### src/logic/spi_bus_pkg.sv
package spi_bus_pkg;

  // One master's pin set, or the shared bus after the arbiter
  typedef struct packed {
    logic sck;
    logic cs_n;
    logic rs_dc;   // Low for command, high for data on the display
    logic mosi;
  } spi_pins_t;

  // Current bus owner as kept by the arbiter
  typedef enum logic [1:0] {
    OWNER_NONE,
    OWNER_DISPLAY,
    OWNER_SDCARD
  } spi_owner_e;

  // Levels on a parked bus, mode 0 clock idles low
  localparam spi_pins_t SPI_PINS_IDLE = '{
    sck:   1'b0,
    cs_n:  1'b1,
    rs_dc: 1'b0,
    mosi:  1'b0
  };

endpackage

### src/logic/spi_xfer_pkg.sv
package spi_xfer_pkg;

  localparam int MAX_BURST = 4;   // Bytes per burst at most

  typedef logic [7:0] spi_byte_t;

  // One burst as handed to a master with its start strobe
  typedef struct packed {
    logic [2:0]                  len;     // 1 to MAX_BURST
    logic                        rs_dc;   // Held for the whole burst
    spi_byte_t [MAX_BURST-1:0]   bytes;   // Byte 0 goes out first
  } spi_burst_t;

endpackage

### src/logic/spi_burst_master.sv
module spi_burst_master
  import spi_bus_pkg::*, spi_xfer_pkg::*;
#(
  parameter int CLK_DIV = 2
) (
  input  logic       clk,
  input  logic       rst,
  input  logic       start,
  input  spi_burst_t burst,
  output logic       busy,
  output logic       req,
  input  logic       ack,
  output logic       done,
  output spi_pins_t  pins
);

  localparam int DIV_W  = $clog2(CLK_DIV + 1);
  localparam int BYTE_W = $clog2(MAX_BURST);

  typedef enum logic [1:0] {
    ST_IDLE,
    ST_WAIT_ACK,
    ST_SHIFT,
    ST_FINISH
  } state_e;

  state_e            state;
  spi_burst_t        burst_q;
  logic [DIV_W-1:0]  div_cnt;
  logic              tick;
  logic [2:0]        bit_idx;
  logic [BYTE_W-1:0] byte_idx;
  logic              last_byte;

  assign tick      = (div_cnt == DIV_W'(CLK_DIV - 1));   // SCK half period over
  assign last_byte = (3'(byte_idx) == burst_q.len - 3'd1);

  // Burst payload, captured once per accepted start
  always_ff @(posedge clk)
  begin
    if (state == ST_IDLE && start)
      burst_q <= burst;
  end

  // Clock divider, restarted on grant so the first bit gets a full low phase
  always_ff @(posedge clk)
  begin
    if (rst || state == ST_IDLE || (state == ST_WAIT_ACK && ack))
      div_cnt <= '0;
    else if (tick)
      div_cnt <= '0;
    else
      div_cnt <= div_cnt + 1'b1;
  end

  always_ff @(posedge clk)
  begin
    if (rst)
    begin
      state    <= ST_IDLE;
      busy     <= 1'b0;
      req      <= 1'b0;
      done     <= 1'b0;
      pins     <= SPI_PINS_IDLE;
      bit_idx  <= '0;
      byte_idx <= '0;
    end
    else
    begin
      done <= 1'b0;

      case (state)
        ST_IDLE:
        begin
          if (start)
          begin
            state      <= ST_WAIT_ACK;
            busy       <= 1'b1;
            req        <= 1'b1;
            pins.rs_dc <= burst.rs_dc;
          end
        end

        ST_WAIT_ACK:
        begin
          if (ack)
          begin
            state     <= ST_SHIFT;
            pins.sck  <= 1'b0;
            pins.cs_n <= 1'b0;
            pins.mosi <= burst_q.bytes[0][7];   // MSB of the first byte
            bit_idx   <= 3'd7;
            byte_idx  <= '0;
          end
          else if (tick)
            pins.sck <= ~pins.sck;   // Free run so the arbiter can see edges
        end

        ST_SHIFT:
        begin
          if (tick)
          begin
            pins.sck <= ~pins.sck;
            if (pins.sck)   // Falling edge, move on to the next bit
            begin
              if (bit_idx == 3'd0)
              begin
                if (last_byte)
                  state <= ST_FINISH;
                else
                begin
                  byte_idx  <= byte_idx + 1'b1;
                  bit_idx   <= 3'd7;
                  pins.mosi <= burst_q.bytes[byte_idx + 1'b1][7];
                end
              end
              else
              begin
                bit_idx   <= bit_idx - 3'd1;
                pins.mosi <= burst_q.bytes[byte_idx][bit_idx - 3'd1];
              end
            end
          end
        end

        ST_FINISH:
        begin
          // One cycle after the last falling edge
          state     <= ST_IDLE;
          pins.cs_n <= 1'b1;
          pins.mosi <= 1'b0;
          done      <= 1'b1;
          busy      <= 1'b0;
          req       <= 1'b0;
        end

        default:
          state <= ST_IDLE;
      endcase
    end
  end

endmodule

### src/logic/spi_bus_arbiter.sv
module spi_bus_arbiter
  import spi_bus_pkg::*;
#(
  parameter int SETTLE_EDGES = 3
) (
  input  logic      clk,
  input  logic      rst,
  input  logic      disp_req,
  input  logic      disp_done,
  input  spi_pins_t disp_pins,
  output logic      disp_ack,
  input  logic      sd_req,
  input  logic      sd_done,
  input  spi_pins_t sd_pins,
  output logic      sd_ack,
  output spi_pins_t bus,
  output logic      display_cs,
  output logic      sdcard_cs
);

  localparam int CNT_W = $clog2(SETTLE_EDGES + 1);

  typedef enum logic [1:0] {
    ST_IDLE,
    ST_REQUESTED,
    ST_GRANTED
  } state_e;

  state_e           state;
  spi_owner_e       owner;
  spi_owner_e       next_owner;
  logic             arb_bit;   // Display wins a tie when set
  logic             owner_change;
  logic             owner_done;
  logic             sck_d;
  logic             sck_fall;
  logic [1:0]       blank;
  logic [CNT_W-1:0] settle_cnt;
  logic             settled;

  // Choice made in idle
  always_comb
  begin
    next_owner = owner;
    if (disp_req && sd_req)
      next_owner = arb_bit ? OWNER_DISPLAY : OWNER_SDCARD;
    else if (disp_req)
      next_owner = OWNER_DISPLAY;
    else if (sd_req)
      next_owner = OWNER_SDCARD;
  end

  assign owner_change = (state == ST_IDLE) && (disp_req || sd_req) && (next_owner != owner);

  assign owner_done = (owner == OWNER_DISPLAY) ? disp_done :
                      (owner == OWNER_SDCARD)  ? sd_done   : 1'b1;

  assign settled  = (settle_cnt >= CNT_W'(SETTLE_EDGES));
  assign sck_fall = sck_d && !bus.sck && !blank[0];

  always_ff @(posedge clk)
  begin
    if (rst)
    begin
      state    <= ST_IDLE;
      owner    <= OWNER_SDCARD;   // SD card counts as last granted
      arb_bit  <= 1'b1;
      disp_ack <= 1'b0;
      sd_ack   <= 1'b0;
    end
    else
    begin
      disp_ack <= 1'b0;
      sd_ack   <= 1'b0;

      case (state)
        ST_IDLE:
        begin
          if (disp_req || sd_req)
          begin
            owner <= next_owner;
            state <= ST_REQUESTED;
          end
        end

        ST_REQUESTED:
        begin
          if (settled)
          begin
            state    <= ST_GRANTED;
            disp_ack <= (owner == OWNER_DISPLAY);
            sd_ack   <= (owner == OWNER_SDCARD);
            arb_bit  <= (owner == OWNER_SDCARD);   // Points away from the new owner
          end
        end

        ST_GRANTED:
        begin
          if (owner_done)
            state <= ST_IDLE;
        end

        default:
          state <= ST_IDLE;
      endcase
    end
  end

  // Settle count on the routed SCK
  // The bus lags the owner by a register, so edges are ignored for two cycles
  // after a switch to keep the old owner's clock out of the count
  always_ff @(posedge clk)
  begin
    if (rst)
    begin
      sck_d      <= 1'b0;
      blank      <= 2'b00;
      settle_cnt <= '0;
    end
    else
    begin
      sck_d <= bus.sck;
      if (owner_change)
      begin
        blank      <= 2'b11;
        settle_cnt <= '0;
      end
      else
      begin
        blank <= {1'b0, blank[1]};
        if (sck_fall && !settled)
          settle_cnt <= settle_cnt + 1'b1;
      end
    end
  end

  // Registered pin multiplexer
  always_ff @(posedge clk)
  begin
    if (rst)
    begin
      bus        <= SPI_PINS_IDLE;
      display_cs <= 1'b1;
      sdcard_cs  <= 1'b1;
    end
    else
    begin
      case (owner)
        OWNER_DISPLAY:
        begin
          bus        <= disp_pins;
          display_cs <= disp_pins.cs_n;
          sdcard_cs  <= 1'b1;
        end
        OWNER_SDCARD:
        begin
          bus        <= sd_pins;
          display_cs <= 1'b1;
          sdcard_cs  <= sd_pins.cs_n;
        end
        default:
        begin
          bus        <= SPI_PINS_IDLE;
          display_cs <= 1'b1;
          sdcard_cs  <= 1'b1;
        end
      endcase
    end
  end

endmodule

### src/logic/spi_share_top.sv
module spi_share_top
  import spi_bus_pkg::*, spi_xfer_pkg::*;
#(
  parameter int DISP_CLK_DIV = 2,
  parameter int SD_CLK_DIV   = 4,
  parameter int SETTLE_EDGES = 3
) (
  input  logic       clk,
  input  logic       rst,
  input  logic       disp_start,
  input  spi_burst_t disp_burst,
  output logic       disp_busy,
  input  logic       sd_start,
  input  spi_burst_t sd_burst,
  output logic       sd_busy,
  output logic       sck,
  output logic       mosi,
  output logic       rs_dc,
  output logic       display_cs,
  output logic       sdcard_cs
);

  logic      disp_req;
  logic      disp_ack;
  logic      disp_done;
  spi_pins_t disp_pins;

  logic      sd_req;
  logic      sd_ack;
  logic      sd_done;
  spi_pins_t sd_pins;

  spi_pins_t bus;   // Chip selects leave through the per-device outputs

  spi_burst_master #(
    .CLK_DIV (DISP_CLK_DIV)
  ) u_disp_master (
    .clk   (clk),
    .rst   (rst),
    .start (disp_start),
    .burst (disp_burst),
    .busy  (disp_busy),
    .req   (disp_req),
    .ack   (disp_ack),
    .done  (disp_done),
    .pins  (disp_pins)
  );

  spi_burst_master #(
    .CLK_DIV (SD_CLK_DIV)
  ) u_sd_master (
    .clk   (clk),
    .rst   (rst),
    .start (sd_start),
    .burst (sd_burst),
    .busy  (sd_busy),
    .req   (sd_req),
    .ack   (sd_ack),
    .done  (sd_done),
    .pins  (sd_pins)
  );

  spi_bus_arbiter #(
    .SETTLE_EDGES (SETTLE_EDGES)
  ) u_arbiter (
    .clk        (clk),
    .rst        (rst),
    .disp_req   (disp_req),
    .disp_done  (disp_done),
    .disp_pins  (disp_pins),
    .disp_ack   (disp_ack),
    .sd_req     (sd_req),
    .sd_done    (sd_done),
    .sd_pins    (sd_pins),
    .sd_ack     (sd_ack),
    .bus        (bus),
    .display_cs (display_cs),
    .sdcard_cs  (sdcard_cs)
  );

  assign sck   = bus.sck;
  assign mosi  = bus.mosi;
  assign rs_dc = bus.rs_dc;

endmodule

### config.mk
export PLATFORM = sky130hd
export DESIGN_NAME = spi_share_top
export DESIGN_NICKNAME = d
export VERILOG_FILES = /design/src/logic/spi_bus_pkg.sv /design/src/logic/spi_xfer_pkg.sv /design/src/logic/spi_burst_master.sv /design/src/logic/spi_bus_arbiter.sv /design/src/logic/spi_share_top.sv
export SDC_FILE = /design/constraint.sdc
export NUM_CORES = 1
export LEC_CHECK = 0
export BUFFER_PORTS_ARGS = -buffer_cell sky130_fd_sc_hd__buf_4
export CELL_PAD_IN_SITES_DETAIL_PLACEMENT = 1
export CELL_PAD_IN_SITES_GLOBAL_PLACEMENT = 1
export CORE_MARGIN = 8
export CORE_UTILIZATION = 39
export DETAILED_ROUTE_END_ITERATION = 12
export PLACE_DENSITY_LB_ADDON = 0.2
export SETUP_SLACK_MARGIN = 0.02
export SYNTH_ARGS = -nofsm -noshare
export SYNTH_HDL_FRONTEND = slang
export SYNTH_HIERARCHICAL = 1
export SYNTH_SLANG_ARGS = --single-unit
export TNS_END_PERCENT = 50
### constraint.sdc
create_clock -name clk -period 2.7 [get_ports clk]
set_clock_uncertainty 0.1 [all_clocks]
set_input_delay 0.27 -clock clk [delete_from_list [all_inputs] [get_ports clk]]
set_output_delay 0.27 -clock clk [all_outputs]
set_load 0.02 [all_outputs]
# ---- Yosys cells after proc, flatten, opt, wreduce, memory -nomap -nowiden
# Index checks and enable logic that the tools add are counted.
dict set report word_totals {
  in_bits 76
  register_bits 118
  elab_cells 243
}
dict set report classes {
  reduce_logical 54
  add_sub_neg 9
  bitwise_logic 6
  muxes 90
  eq_ne 34
  n_lt_le_gt_ge 7
}
# operator count
set ops {}
lappend ops {{binary-select mux 8 bit (select 2 bit)} 4}
lappend ops {{2-to-1 mux 2 bit} 30}
lappend ops {{2-to-1 mux 8 bit} 4}
lappend ops {{2-to-1 mux 3 bit} 10}
lappend ops {{2-to-1 mux 1 bit} 24}
lappend ops {{inequality test 2 x 1 -> 1 bit, second input constant} 12}
lappend ops {{AND reduction 6 bit} 4}
lappend ops {{AND reduction 5 bit} 4}
lappend ops {{case mux 2 bit (4 select lines)} 2}
lappend ops {{AND reduction 2 bit} 8}
lappend ops {{== test 2 bit, second input constant} 6}
lappend ops {{< comparator 2 x 3 -> 1 bit, second input constant} 4}
lappend ops {{case mux 1 bit (2 select lines)} 6}
lappend ops {{case mux 3 bit (2 select lines)} 2}
lappend ops {{nonzero test 2 bit} 6}
lappend ops {{subtractor 3 x 1 -> 3 bit, second input constant} 4}
lappend ops {{== test 2 x 1 -> 1 bit, second input constant} 5}
lappend ops {{logical AND 1 bit} 10}
lappend ops {{inequality test 2 bit, second input constant} 5}
lappend ops {{OR reduction 2 bit} 5}
lappend ops {{adder 2 x 1 -> 2 bit, second input constant} 4}
lappend ops {{< comparator 3 x 4 -> 1 bit, second input constant} 2}
lappend ops {{case mux 2 bit (2 select lines)} 2}
lappend ops {{case mux 4 bit (2 select lines)} 1}
lappend ops {{other kinds (17)} 36}

# ---- Depth between registers and ports, before layout
# Gate-level depths: netlist of run 1.
dict set report depth {
  ltp_word 8
  depth_mapped 9
  mapped_depth_nobuf 8
}

# ---- By module
# Netlist of run 1, hierarchy kept.
# module n_inst seq_area_each_um2 area_per_inst_um2 cells_each
set modules_own_cells {}
lappend modules_own_cells {{spi_burst_master (u_sd_master)} 1 1371.3 2332.2 182}
lappend modules_own_cells {{spi_burst_master (u_disp_master)} 1 1351.3 2255.9 172}
lappend modules_own_cells {spi_bus_arbiter 1 360.3 768.2 75}

# ---- Worst setup path after synthesis of run 1
# OpenSTA, ideal clock, no wires.
dict set report synth_timing {
  path_type {reg2reg}
  start {register u_sd_master.bit_idx[0]}
  end {register u_sd_master/pins[0] (netlist bit)}
  setup_slack_ns 0.536
  stages_incl_launch_ff 9
  arrival_ns 2.001
  setup_time_ns 0.063
  cell_sequence {dfxtp_1 -> clkbuf_1 -> inv_1 -> ha_1 -> nor2b_1 -> a41o_1 -> a2111o_1 -> a311o_1 -> nand3_1}
}
dict set report synth_via {
  elab_chain_cells 7
}
# item line_no
set synth_rtl {}
lappend synth_rtl {{start: declaration} spi_burst_master.sv:31} ;# logic [2:0] bit_idx;
lappend synth_rtl {{start signal: assignment} spi_burst_master.sv:119} ;# bit_idx <= bit_idx - 3'd1;
lappend synth_rtl {{subtractor 3 x 1 -> 3 bit} spi_burst_master.sv:120} ;# pins.mosi <= burst_q.bytes[byte_idx][bit_idx - 3'd1];
lappend synth_rtl {{binary-select mux 1 bit (select 3 bit)} spi_burst_master.sv:120}
lappend synth_rtl {{2-to-1 mux 1 bit (implied by the code)} spi_burst_master.sv:120}
lappend synth_rtl {{2-to-1 mux 1 bit} spi_burst_master.sv:106} ;# if (bit_idx == 3'd0)
lappend synth_rtl {{2-to-1 mux 1 bit} spi_burst_master.sv:104} ;# if (pins.sck)
lappend synth_rtl {{2-to-1 mux 1 bit} spi_burst_master.sv:101} ;# if (tick)
lappend synth_rtl {{case mux 1 bit (3 select lines)} spi_burst_master.sv:72} ;# case (state)
lappend synth_rtl {{end: declaration} spi_burst_master.sv:14} ;# output spi_pins_t pins
# Parallel ways exist; a longest one is shown, timed or not. The select of a mux whose other input is x is not followed.
# A chain may end at the register's enable or synchronous reset.

# ---- Final worst setup path of run 1
dict set report layout_timing {
  start {register u_sd_master.bit_idx[0]}
  end {register u_sd_master.state[0]}
}
dict set report layout_via {
  elab_chain_cells 3
}
# item line_no
set layout_rtl {}
lappend layout_rtl {{logical NOT 3 bit} spi_burst_master.sv:106}
lappend layout_rtl {{inequality test 2 x 1 -> 1 bit (no line)} n/a}
lappend layout_rtl {{AND reduction 6 bit (no line)} n/a}
lappend layout_rtl {{end signal: assignment} spi_burst_master.sv:109} ;# state <= ST_FINISH;
lappend layout_rtl {{end signal: assignment} spi_burst_master.sv:129} ;# state <= ST_IDLE;
lappend layout_rtl {{end signal: assignment} spi_burst_master.sv:138} ;# state <= ST_IDLE;
lappend layout_rtl {{end: declaration} spi_burst_master.sv:27} ;# state_e state;
# No other way between the ends.

==> results of run 1 <==
-- report_power, final --
| group | switching, mW | total, mW | internal, mW |
|---|---|---|---|
| Combinational | 1.05 | 1.83 | 0.781 |
| Clock | 0.770 | 2.19 | 1.41 |
| Sequential | 0.235 | 2.60 | 2.36 |
-- final timing paths --
kind                                                     endpoint  slack [ns]
worst min-delay path                 u_sd_master/req$_SDFFE_PP0P_        0.15
worst min register to register  u_sd_master/div_cnt[0]$_SDFF_PP0_        0.32
worst max-delay path            u_sd_master/state[0]$_SDFFE_PP0P_        0.33
worst max register to register  u_sd_master/state[0]$_SDFFE_PP0P_        0.33
-- flip-flops by register name, summed over array words and instances, names as in the netlist, 3 cells and up --
name	flops
u_disp_master/bit_idx	3
u_sd_master/div_cnt	3
u_sd_master/burst_q	35
u_arbiter/bus	3
u_disp_master/pins	4
u_sd_master/pins	4
u_disp_master/burst_q	35
u_sd_master/bit_idx	3
-- what timing repair did --
action / in CTS / in global routing
resized for setup: 0 / 0
hold endpoints to repair: 72 / 0
setup buffers: 0 / 0
hold buffers: 72 / 0
-- worst min-delay path, cell delays in order --
cell	delay [ns]
buf_4	0.09
nor2b_1	0.05
a21oi_1	0.14
nor2_1	0.05
-- area by class of cell --
class                   instances  area [um2]
flip-flops and latches        118        3063
repair buffers                161        1389
multi-input cells             268        2061
inverters                      23       86.33
diodes                          1       2.502
clock buffers                  17       425.4
well taps                     176       220.2
fillers                      1340        5909
clock inverters                12       138.9
-- routing by layer --
layer  up-vias  track usage [%]
met3        20            5.526
met2       107            27.45
met5         -                0
met4         0            7.192
li1       1901                -
met1      1960            20.11
-- stage by stage --
step	power, mW	area, um2	cells	worst slack, ns	util (%)
floorplan	3.818	5321	425	0.5359	-
global placement	4.247	6098	674	0.4934	45.87
detailed placement	4.326	6098	674	0.4188	45.87
CTS	6.614	7383	775	0.3603	55.53
global route	6.977	7386	776	0.1245	55.55
finish	6.614	7386	776	0.3262	55.55
==> flow_metrics.py, run 1 <==
metrics = {
    "critical_path": {
        "arrival_ns": 2.60,
        "path_cells": "inv_1 > ha_1 > nor2b_1 > a41o_1 > or3b_1 > a221oi_2",
        "cp-start-kind": "flop",
        "cp_slowest_cell": "dfxtp_1",
        "worst_r2r_path_depth": 6,
        "critPathBufInv": 1,
        "r2r-start": "u_sd_master/bit_idx[0]$_SDFFE_PP0P_",
        "crit_family": "simple AND/OR/NAND/NOR gates",
        "endpoint_kind": "flop",
        "crit_fanout": 12,
        "crit_type": "flop to flop",
        "critical-path-max-stage-delay_ns": 0.43,
        "cp-startpoint": "u_sd_master/bit_idx[0]$_SDFFE_PP0P_",
        "path_depth": 6,
        "cp.required_ns": 2.93,
    },
    "floorplanning": {
        "dieHeight_um": 132.8,
        "core_mm2": 0.01330,
        "start_util_pct": 40.02,
        "die-area_mm2": 0.01764,
        "ioPinCount": 83,
        "rows": 42,
        "chipWidth_um": 132.8,
    },
    "global_routing": {
        "grt_remaining_overflow": 0,
        "antenna_found_initial": 1,
        "grt_pass1_vias": 4465,
        "grt_pass1_wl_mm": 23.52,
        "grt_use_total_pct": 16.91,
        "grt_max_degree": 47,
    },
    "detailed_routing": {
        "firstDrtPassIters": 4,
        "ant_nets": 0,
        "routed.top_layer": "met4",
        "avgRoutedWirePerCell_um": 18.57,
        "drc": 0,
        "drt_wl_total_mm": 14.41,
        "vias": 3988,
        "route.layer.met1.wl_mm": 6.370,
        "wl_met3_um": 726,
        "dr_wl_met2_mm": 7.071,
        "viasPerCell": 5.139,
        "drt-initial-drc-count": 219,
    },
    "sta": {
        "rsz0062_at_grt": "no",
        "layout_min_cycle_time_ns": 2.374,
        "holdWs_ns": 0.1453,
        "fmax_mhz": 421.3,
        "hold_viol": 0,
        "drv_slew": 0,
        "max_slew_margin_pct": 65.73,
        "setup_violations": 0,
        "period_share_pct": 87.92,
        "worst_pin_slew_ns": 0.5134,
        "fin_tns_setup_ns": 0,
    },
    "synthesis": {
        "ys_warn_count": 6,
        "syn_area_per_cell_um2": 12.52,
        "synth_nets": 521,
        "synth_cells": 425,
        "syn-cell-area_mm2": 0.005321,
    },
    "layout": {
        "final_cell_mix": "buf_4 (89), dlygate4sd3_1 (72), edfxtp_1 (70), dfxtp_1 (48), nor2_1 (36)",
        "drive_gt1_share_pct": 23.37,
        "layout_commonest_cell": "buf_4",
        "finalNetCount": 685,
        "area_delta_synth_final_pct": 38.80,
    },
    "cts": {
        "cts_tree": "built",
        "insertion_delay_ns": 0.42,
        "cts_root_buffer": "clkbuf_16",
        "path_clk_slew_ns": 0.05,
        "htreeDepth": 4,
        "cts_num_sinks": 118,
        "numCtsBuffers": 17,
        "cts_buffer_depth": 2,
    },
    "run": {
        "cap_violations": 0,
    },
    "place": {
        "place_congestion": 0.7640,
        "portBuffers": 82,
        "dp_hpwl_mm": 8.665,
    },
    "worst_hold_path": {
        "min_from": "sd_start",
        "worstHoldPathType": "input port to flop",
        "min_path_cells": 4,
    },
    "power": {
        "p_leak_nw": 2.872,
        "peakVddDrop_mv": 0.5132,
        "power_density_mw_per_mm2": 895.5,
    },
    "outcome": {
        "outcome": "completed",
    },
}
No activity file was read; power rests on OpenSTA's default activity.
==> run 2, diff against run 1 <==
--- a/config.mk
+++ b/config.mk
@@ -9,8 +9,9 @@
 export CELL_PAD_IN_SITES_DETAIL_PLACEMENT = 1
 export CELL_PAD_IN_SITES_GLOBAL_PLACEMENT = 1
 export CORE_MARGIN = 8
-export CORE_UTILIZATION = 39
+export CORE_UTILIZATION = 30
 export DETAILED_ROUTE_END_ITERATION = 12
+export GPL_TIMING_DRIVEN = 0
 export PLACE_DENSITY_LB_ADDON = 0.2
 export SETUP_SLACK_MARGIN = 0.02
 export SYNTH_ARGS = -nofsm -noshare
==> flow_metrics.py, run 2 (synthesis gave the netlist of run 1 again) <==
metrics = {
    "layout": {
        "final_cell_mix": "buf_4 (85), dlygate4sd3_1 (70), edfxtp_1 (70), dfxtp_1 (48), nor2_1 (36)",
        "design_area_mm2": 0.007497,
        "fill_cells": 1853,
        "finalNetCount": 692,
        "final_cells": 834,
        "drive_gt1_share_pct": 24.47,
        "top_regs": "u_disp_master/burst_q x35, u_sd_master/burst_q x35",
        "layout_commonest_cell": "buf_4",
        "diodes": 0,
        "area_delta_synth_final_pct": 40.89,
    },
    "sta": {
        "max_slew_margin_pct": 38.80,
        "holdWs_ns": 0.02212,
        "setup_violations": 0,
        "layout_min_cycle_time_ns": 2.508,
        "final.setup.worst_slack_ns": 0.1918,
        "rsz0062_at_grt": "yes",
        "hold_viol": 0,
        "period_share_pct": 92.90,
        "fmax_mhz": 398.7,
        "drv_slew": 0,
        "worst_pin_slew_ns": 0.9181,
    },
    "detailed_routing": {
        "vias": 3934,
        "drt-initial-drc-count": 151,
        "firstDrtPassIters": 4,
        "drt_wl_total_mm": 13.84,
        "avgRoutedWirePerCell_um": 16.59,
        "drc": 0,
        "viasPerCell": 4.717,
        "ant_nets": 0,
    },
    "critical_path": {
        "crit_family": "compound AO/OA/AOI/OAI gates",
        "cp-start-kind": "flop",
        "critPathBufInv": 2,
        "crit_type": "flop to flop",
        "crit_fanout": 10,
        "arrival_ns": 2.70,
        "cp.required_ns": 2.89,
        "cp_slowest_cell": "a211oi_1",
        "path_cells": "clkbuf_2 > inv_1 > ha_1 > xnor2_1 > o21ai_0 > a211oi_1 > a311o_1 > nand3_1",
        "critical-path-max-stage-delay_ns": 0.38,
        "endpoint_kind": "flop",
    },
    "cts": {
        "insertion_delay_ns": 0.41,
        "numCtsBuffers": 17,
        "post_cts_buffers": 0,
        "cts_tree": "built",
        "cts_root_buffer": "clkbuf_16",
        "cts_buffer_depth": 2,
        "path_clk_slew_ns": 0.05,
        "htreeDepth": 4,
        "cts_num_sinks": 118,
    },
    "floorplanning": {
        "dieHeight_um": 149.2,
        "ioPinCount": 83,
        "start_util_pct": 30.77,
        "chipWidth_um": 149.2,
        "rows": 48,
        "die-area_mm2": 0.02226,
        "core_mm2": 0.01730,
    },
    "place": {
        "portBuffers": 82,
        "place_congestion": 0.7613,
        "dp_slack_ns": -0.06951,
        "dp_hpwl_mm": 9.262,
        "dp.cells": 732,
        "place_area_mm2": 0.006221,
    },
    "global_routing": {
        "antenna_found_initial": 0,
        "grt_pass1_vias": 4381,
        "grt_pass1_wl_mm": 22.58,
        "grt_use_total_pct": 13.07,
        "grt_max_degree": 38,
        "grt_remaining_overflow": 0,
    },
    "worst_hold_path": {
        "worstHoldPathType": "input port to flop",
    },
    "outcome": {
        "outcome": "completed",
    },
    "run": {
        "cap_violations": 0,
    },
    "power": {
        "p_leak_nw": 2.901,
        "power_density_mw_per_mm2": 878.5,
        "peakVddDrop_mv": 0.4179,
    },
}
==> run 2: cell types whose count changed in the layout (fill, tap and decap cells not counted), sizes merged <==
| cell | previous run | this run |
|---|---|---|
| buf | 89 | 91 |
| bufinv | 3 | 2 |
| clkbuf | 17 | 27 |
| clkinv | 6 | 7 |
| clkinvlp | 3 | 1 |
| diode | 1 | 0 |
| dlygate4sd3 | 72 | 70 |
| inv | 23 | 25 |
==> run 2: cell type report <==
cell class	instances	area [um2]	area share (%)
clock buffers	20	436.7	5.824
clock inverters	12	128.9	1.719
inverters	23	86.33	1.152
well taps	225	281.5	3.755
repair buffers	152	1316	17.56
plain buffers	16	112.6	1.502
flip-flops and latches	118	3063	40.85
multi-input cells	268	2072	27.64
==> run 2: power breakdown <==
| part | switching, mW | internal (mW) |
|---|---|---|
| clock network | 0.800 | 1.36 |
| registers | 0.189 | 2.36 |
| logic | 1.08 | 0.795 |
==> run 2: worst reg2reg max path: cells and delay by family (launching register included) <==
family | cells | cell delay (ns)
AOI/OAI and AO/OA | 3 | 0.79
xor gates and xnor gates | 1 | 0.37
adders and majority gates | 1 | 0.27
buffers and inverters | 2 | 0.43
DFF | 1 | 0.36
and+or+nand+nor | 1 | 0.07
==> run 2: metal layers <==
| layer | wire, um | GRT usage (%) |
|---|---|---|
| met1 | 5993 | 14.78 |
| met2 | 7040 | 22.67 |
| met3 | 589 | 3.580 |
| met4 | 216 | 5.755 |
| met5 | 0 | 0 |
==> run 2: metrics by stage <==
| step | util [%] | power (mW) | setup TNS, ns |
|---|---|---|---|
| final | 43.34 | 6.586 | 0 |
| after detailed placement | 35.97 | 4.378 | -0.06951 |
| after global routing | 43.34 | 7.005 | 0 |
| after global placement | 35.95 | 4.311 | -0.06593 |
| after CTS | 43.30 | 6.668 | 0 |
| after floorplan | - | 3.818 | 0 |
==> run 2: repair_timing <==
| item | 4_1_cts | 5_1_grt |
|---|---|---|
| resized for setup | 2 | 2 |
| hold buffers | 70 | 0 |
| setup endpoints to repair | 1 | 2 |
| hold endpoints to repair | 70 | 0 |
==> run 2: path summary, 6_finish.rpt <==
path,start,endpoint,slack (ns),depth (start not counted)
worst max-delay path,u_sd_master/bit_idx[0]$_SDFFE_PP0P_,u_sd_master/pins[0]$_SDFFE_PP0P_,0.19,8
worst max register to register,u_sd_master/bit_idx[0]$_SDFFE_PP0P_,u_sd_master/pins[0]$_SDFFE_PP0P_,0.19,8
worst min-delay path,disp_burst[32],u_disp_master/pins[1]$_SDFFE_PP0P_,0.02,3
worst min register to register,u_disp_master/div_cnt[0]$_SDFF_PP0_,u_disp_master/div_cnt[0]$_SDFF_PP0_,0.32,1
==> run 3, diff against run 2 <==
--- a/config.mk
+++ b/config.mk
@@ -9,7 +9,7 @@
 export CELL_PAD_IN_SITES_DETAIL_PLACEMENT = 1
 export CELL_PAD_IN_SITES_GLOBAL_PLACEMENT = 1
 export CORE_MARGIN = 8
-export CORE_UTILIZATION = 30
+export CORE_UTILIZATION = 35
 export DETAILED_ROUTE_END_ITERATION = 12
 export GPL_TIMING_DRIVEN = 0
 export PLACE_DENSITY_LB_ADDON = 0.2
==> flow_metrics.py, run 3 (synthesis gave the netlist of run 1 again) <==
metrics = {
    "global_routing": {
        "grt_remaining_overflow": 0,
        "grt_pass1_vias": 4552,
        "grt_pass1_wl_mm": 23.53,
        "grt_max_degree": 38,
        "grt_use_total_pct": 15.48,
        "busiest_layer": "met2",
        "met3_usage_pct": 5.472,
        "use_met1_pct": 16.54,
        "met2_usage_pct": 27.62,
        "antenna_found_initial": 1,
    },
    "worst_hold_path": {
        "worstHoldPathType": "input port to flop",
        "min_path_cells": 2,
    },
    "critical_path": {
        "endpoint_kind": "flop",
        "critical-path-max-stage-delay_ns": 0.39,
        "rr_endpoint": "u_sd_master/pins[0]$_SDFFE_PP0P_",
        "cp_slowest_cell": "xnor2_1",
        "worstSetupEndpoint": "u_sd_master/pins[0]$_SDFFE_PP0P_",
        "critPathBufInv": 2,
        "path_depth": 8,
        "path_cells": "clkbuf_2 > inv_1 > ha_1 > xnor2_1 > o21ai_0 > a211oi_1 > a311o_1 > nand3_1",
        "worst_r2r_path_depth": 8,
        "cp-startpoint": "u_sd_master/bit_idx[0]$_SDFFE_PP0P_",
        "arrival_ns": 2.70,
        "crit_fanout": 10,
        "reg2reg_setup_slack_ns": 0.20,
        "crit_type": "flop to flop",
        "r2r-start": "u_sd_master/bit_idx[0]$_SDFFE_PP0P_",
        "crit_family": "compound AO/OA/AOI/OAI gates",
        "cp.required_ns": 2.90,
        "cp-start-kind": "flop",
    },
    "outcome": {
        "outcome": "completed",
    },
    "sta": {
        "holdWs_ns": 0.04548,
        "rsz0062_at_grt": "no",
        "period_share_pct": 92.48,
        "final.setup.worst_slack_ns": 0.2031,
        "setup_violations": 0,
        "max_slew_margin_pct": 38.47,
        "hold_viol": 0,
        "worst_pin_slew_ns": 0.9230,
        "drv_slew": 0,
        "fmax_mhz": 400.5,
        "layout_min_cycle_time_ns": 2.497,
    },
    "floorplanning": {
        "chipWidth_um": 139.3,
        "ioPinCount": 83,
        "rows": 45,
        "dieHeight_um": 139.3,
        "core_mm2": 0.01503,
        "die-area_mm2": 0.01941,
        "start_util_pct": 35.40,
    },
    "detailed_routing": {
        "viasPerCell": 4.999,
        "firstDrtPassIters": 4,
        "ant_nets": 0,
        "drt_wl_total_mm": 14.40,
        "drc": 0,
        "avgRoutedWirePerCell_um": 18.00,
        "vias": 3999,
        "drt-initial-drc-count": 151,
    },
    "cts": {
        "cts_num_sinks": 118,
        "cts_tree": "built",
        "cts_root_buffer": "clkbuf_16",
        "numCtsBuffers": 17,
        "cts_buffer_depth": 2,
        "insertion_delay_ns": 0.42,
        "path_clk_slew_ns": 0.06,
        "htreeDepth": 4,
    },
    "layout": {
        "top_regs": "u_disp_master/burst_q x35, u_sd_master/burst_q x35",
        "area_delta_synth_final_pct": 41.97,
        "layout_commonest_cell": "buf_4",
        "drive_gt1_share_pct": 24.88,
        "final_cell_mix": "buf_4 (85), dlygate4sd3_1 (72), edfxtp_1 (70), dfxtp_1 (48), nor2_1 (36)",
        "final_util_pct": 50.25,
        "design_area_mm2": 0.007555,
        "finalNetCount": 694,
    },
    "place": {
        "place_congestion": 0.7612,
        "portBuffers": 82,
        "place_area_mm2": 0.006175,
        "dp_slack_ns": -0.02762,
        "dp_hpwl_mm": 9.143,
    },
    "power": {
        "p_leak_nw": 2.947,
        "peakVddDrop_mv": 0.4502,
        "power_mw": 6.923,
        "power_density_mw_per_mm2": 916.4,
    },
    "run": {
        "cap_violations": 0,
    },
}
## run 3: changes by cell type in the layout (fill, tap and decap cells not counted)
cell / change
clkinv_2: -1
a2111oi_1: +1
diode_2: +1
clkinv_4: +1
clkinvlp_4: +1
dlygate4sd3_1: +2
clkinv_1: -1
bufinv_16: +3
clkbuf_1: -3
a2111oi_2: -1
## run 3: cell type report
class / count / area, um2
antenna: 1 / 2.502
buffer: 16 / 112.6
clock buffer: 17 / 425.4
clock inverter: 15 / 226.5
fill: 1527 / 7478
inverter: 23 / 86.33
multi-input combinational: 268 / 2067
sequential: 118 / 3063
tap: 188 / 235.2
timing repair buffer: 154 / 1336
## run 3: layer usage
layer | wire, um | vias to the layer above
met5 | 0 | -
met2 | 7559 | 77
met1 | 5855 | 1969
li1 | - | 1935
met3 | 755 | 18
met4 | 229 | 0
## run 3: worst min path at each step
stage | from | to | slack [ns]
2_1_floorplan | rst | u_disp_master/done$_SDFF_PP0_ | 0.24
3_3_place_gp | u_sd_master/div_cnt[0]$_SDFF_PP0_ | u_sd_master/div_cnt[0]$_SDFF_PP0_ | 0.31
3_5_place_dp | u_sd_master/div_cnt[0]$_SDFF_PP0_ | u_sd_master/div_cnt[0]$_SDFF_PP0_ | 0.32
4_1_cts | rst | u_disp_master/done$_SDFF_PP0_ | 0.03
5_1_grt | rst | u_sd_master/done$_SDFF_PP0_ | 0.04
6_report | rst | u_disp_master/done$_SDFF_PP0_ | 0.05
## run 3: per-stage QoR
stage | TNS, ns | std cells
3_3_place_gp | 0 | 695
6_report | 0 | 800
2_1_floorplan | 0 | 425
5_1_grt | 0 | 800
3_5_place_dp | -0.02762 | 695
4_1_cts | 0 | 799
## run 3: report_power, final
group          switching (mW)  internal (mW)  leakage, nW  total [mW]
combinational            1.08          0.798         1.58        1.88
sequential              0.192           2.36         1.06        2.56
clock                   0.844           1.64        0.311        2.48
## run 3: timing repair
action	in CTS	in global routing
hold buffers	72	0
buffers inserted	0	0
endpoints found under the hold margin	72	0
endpoints found under the setup margin	1	3
gates resized for setup	1	2
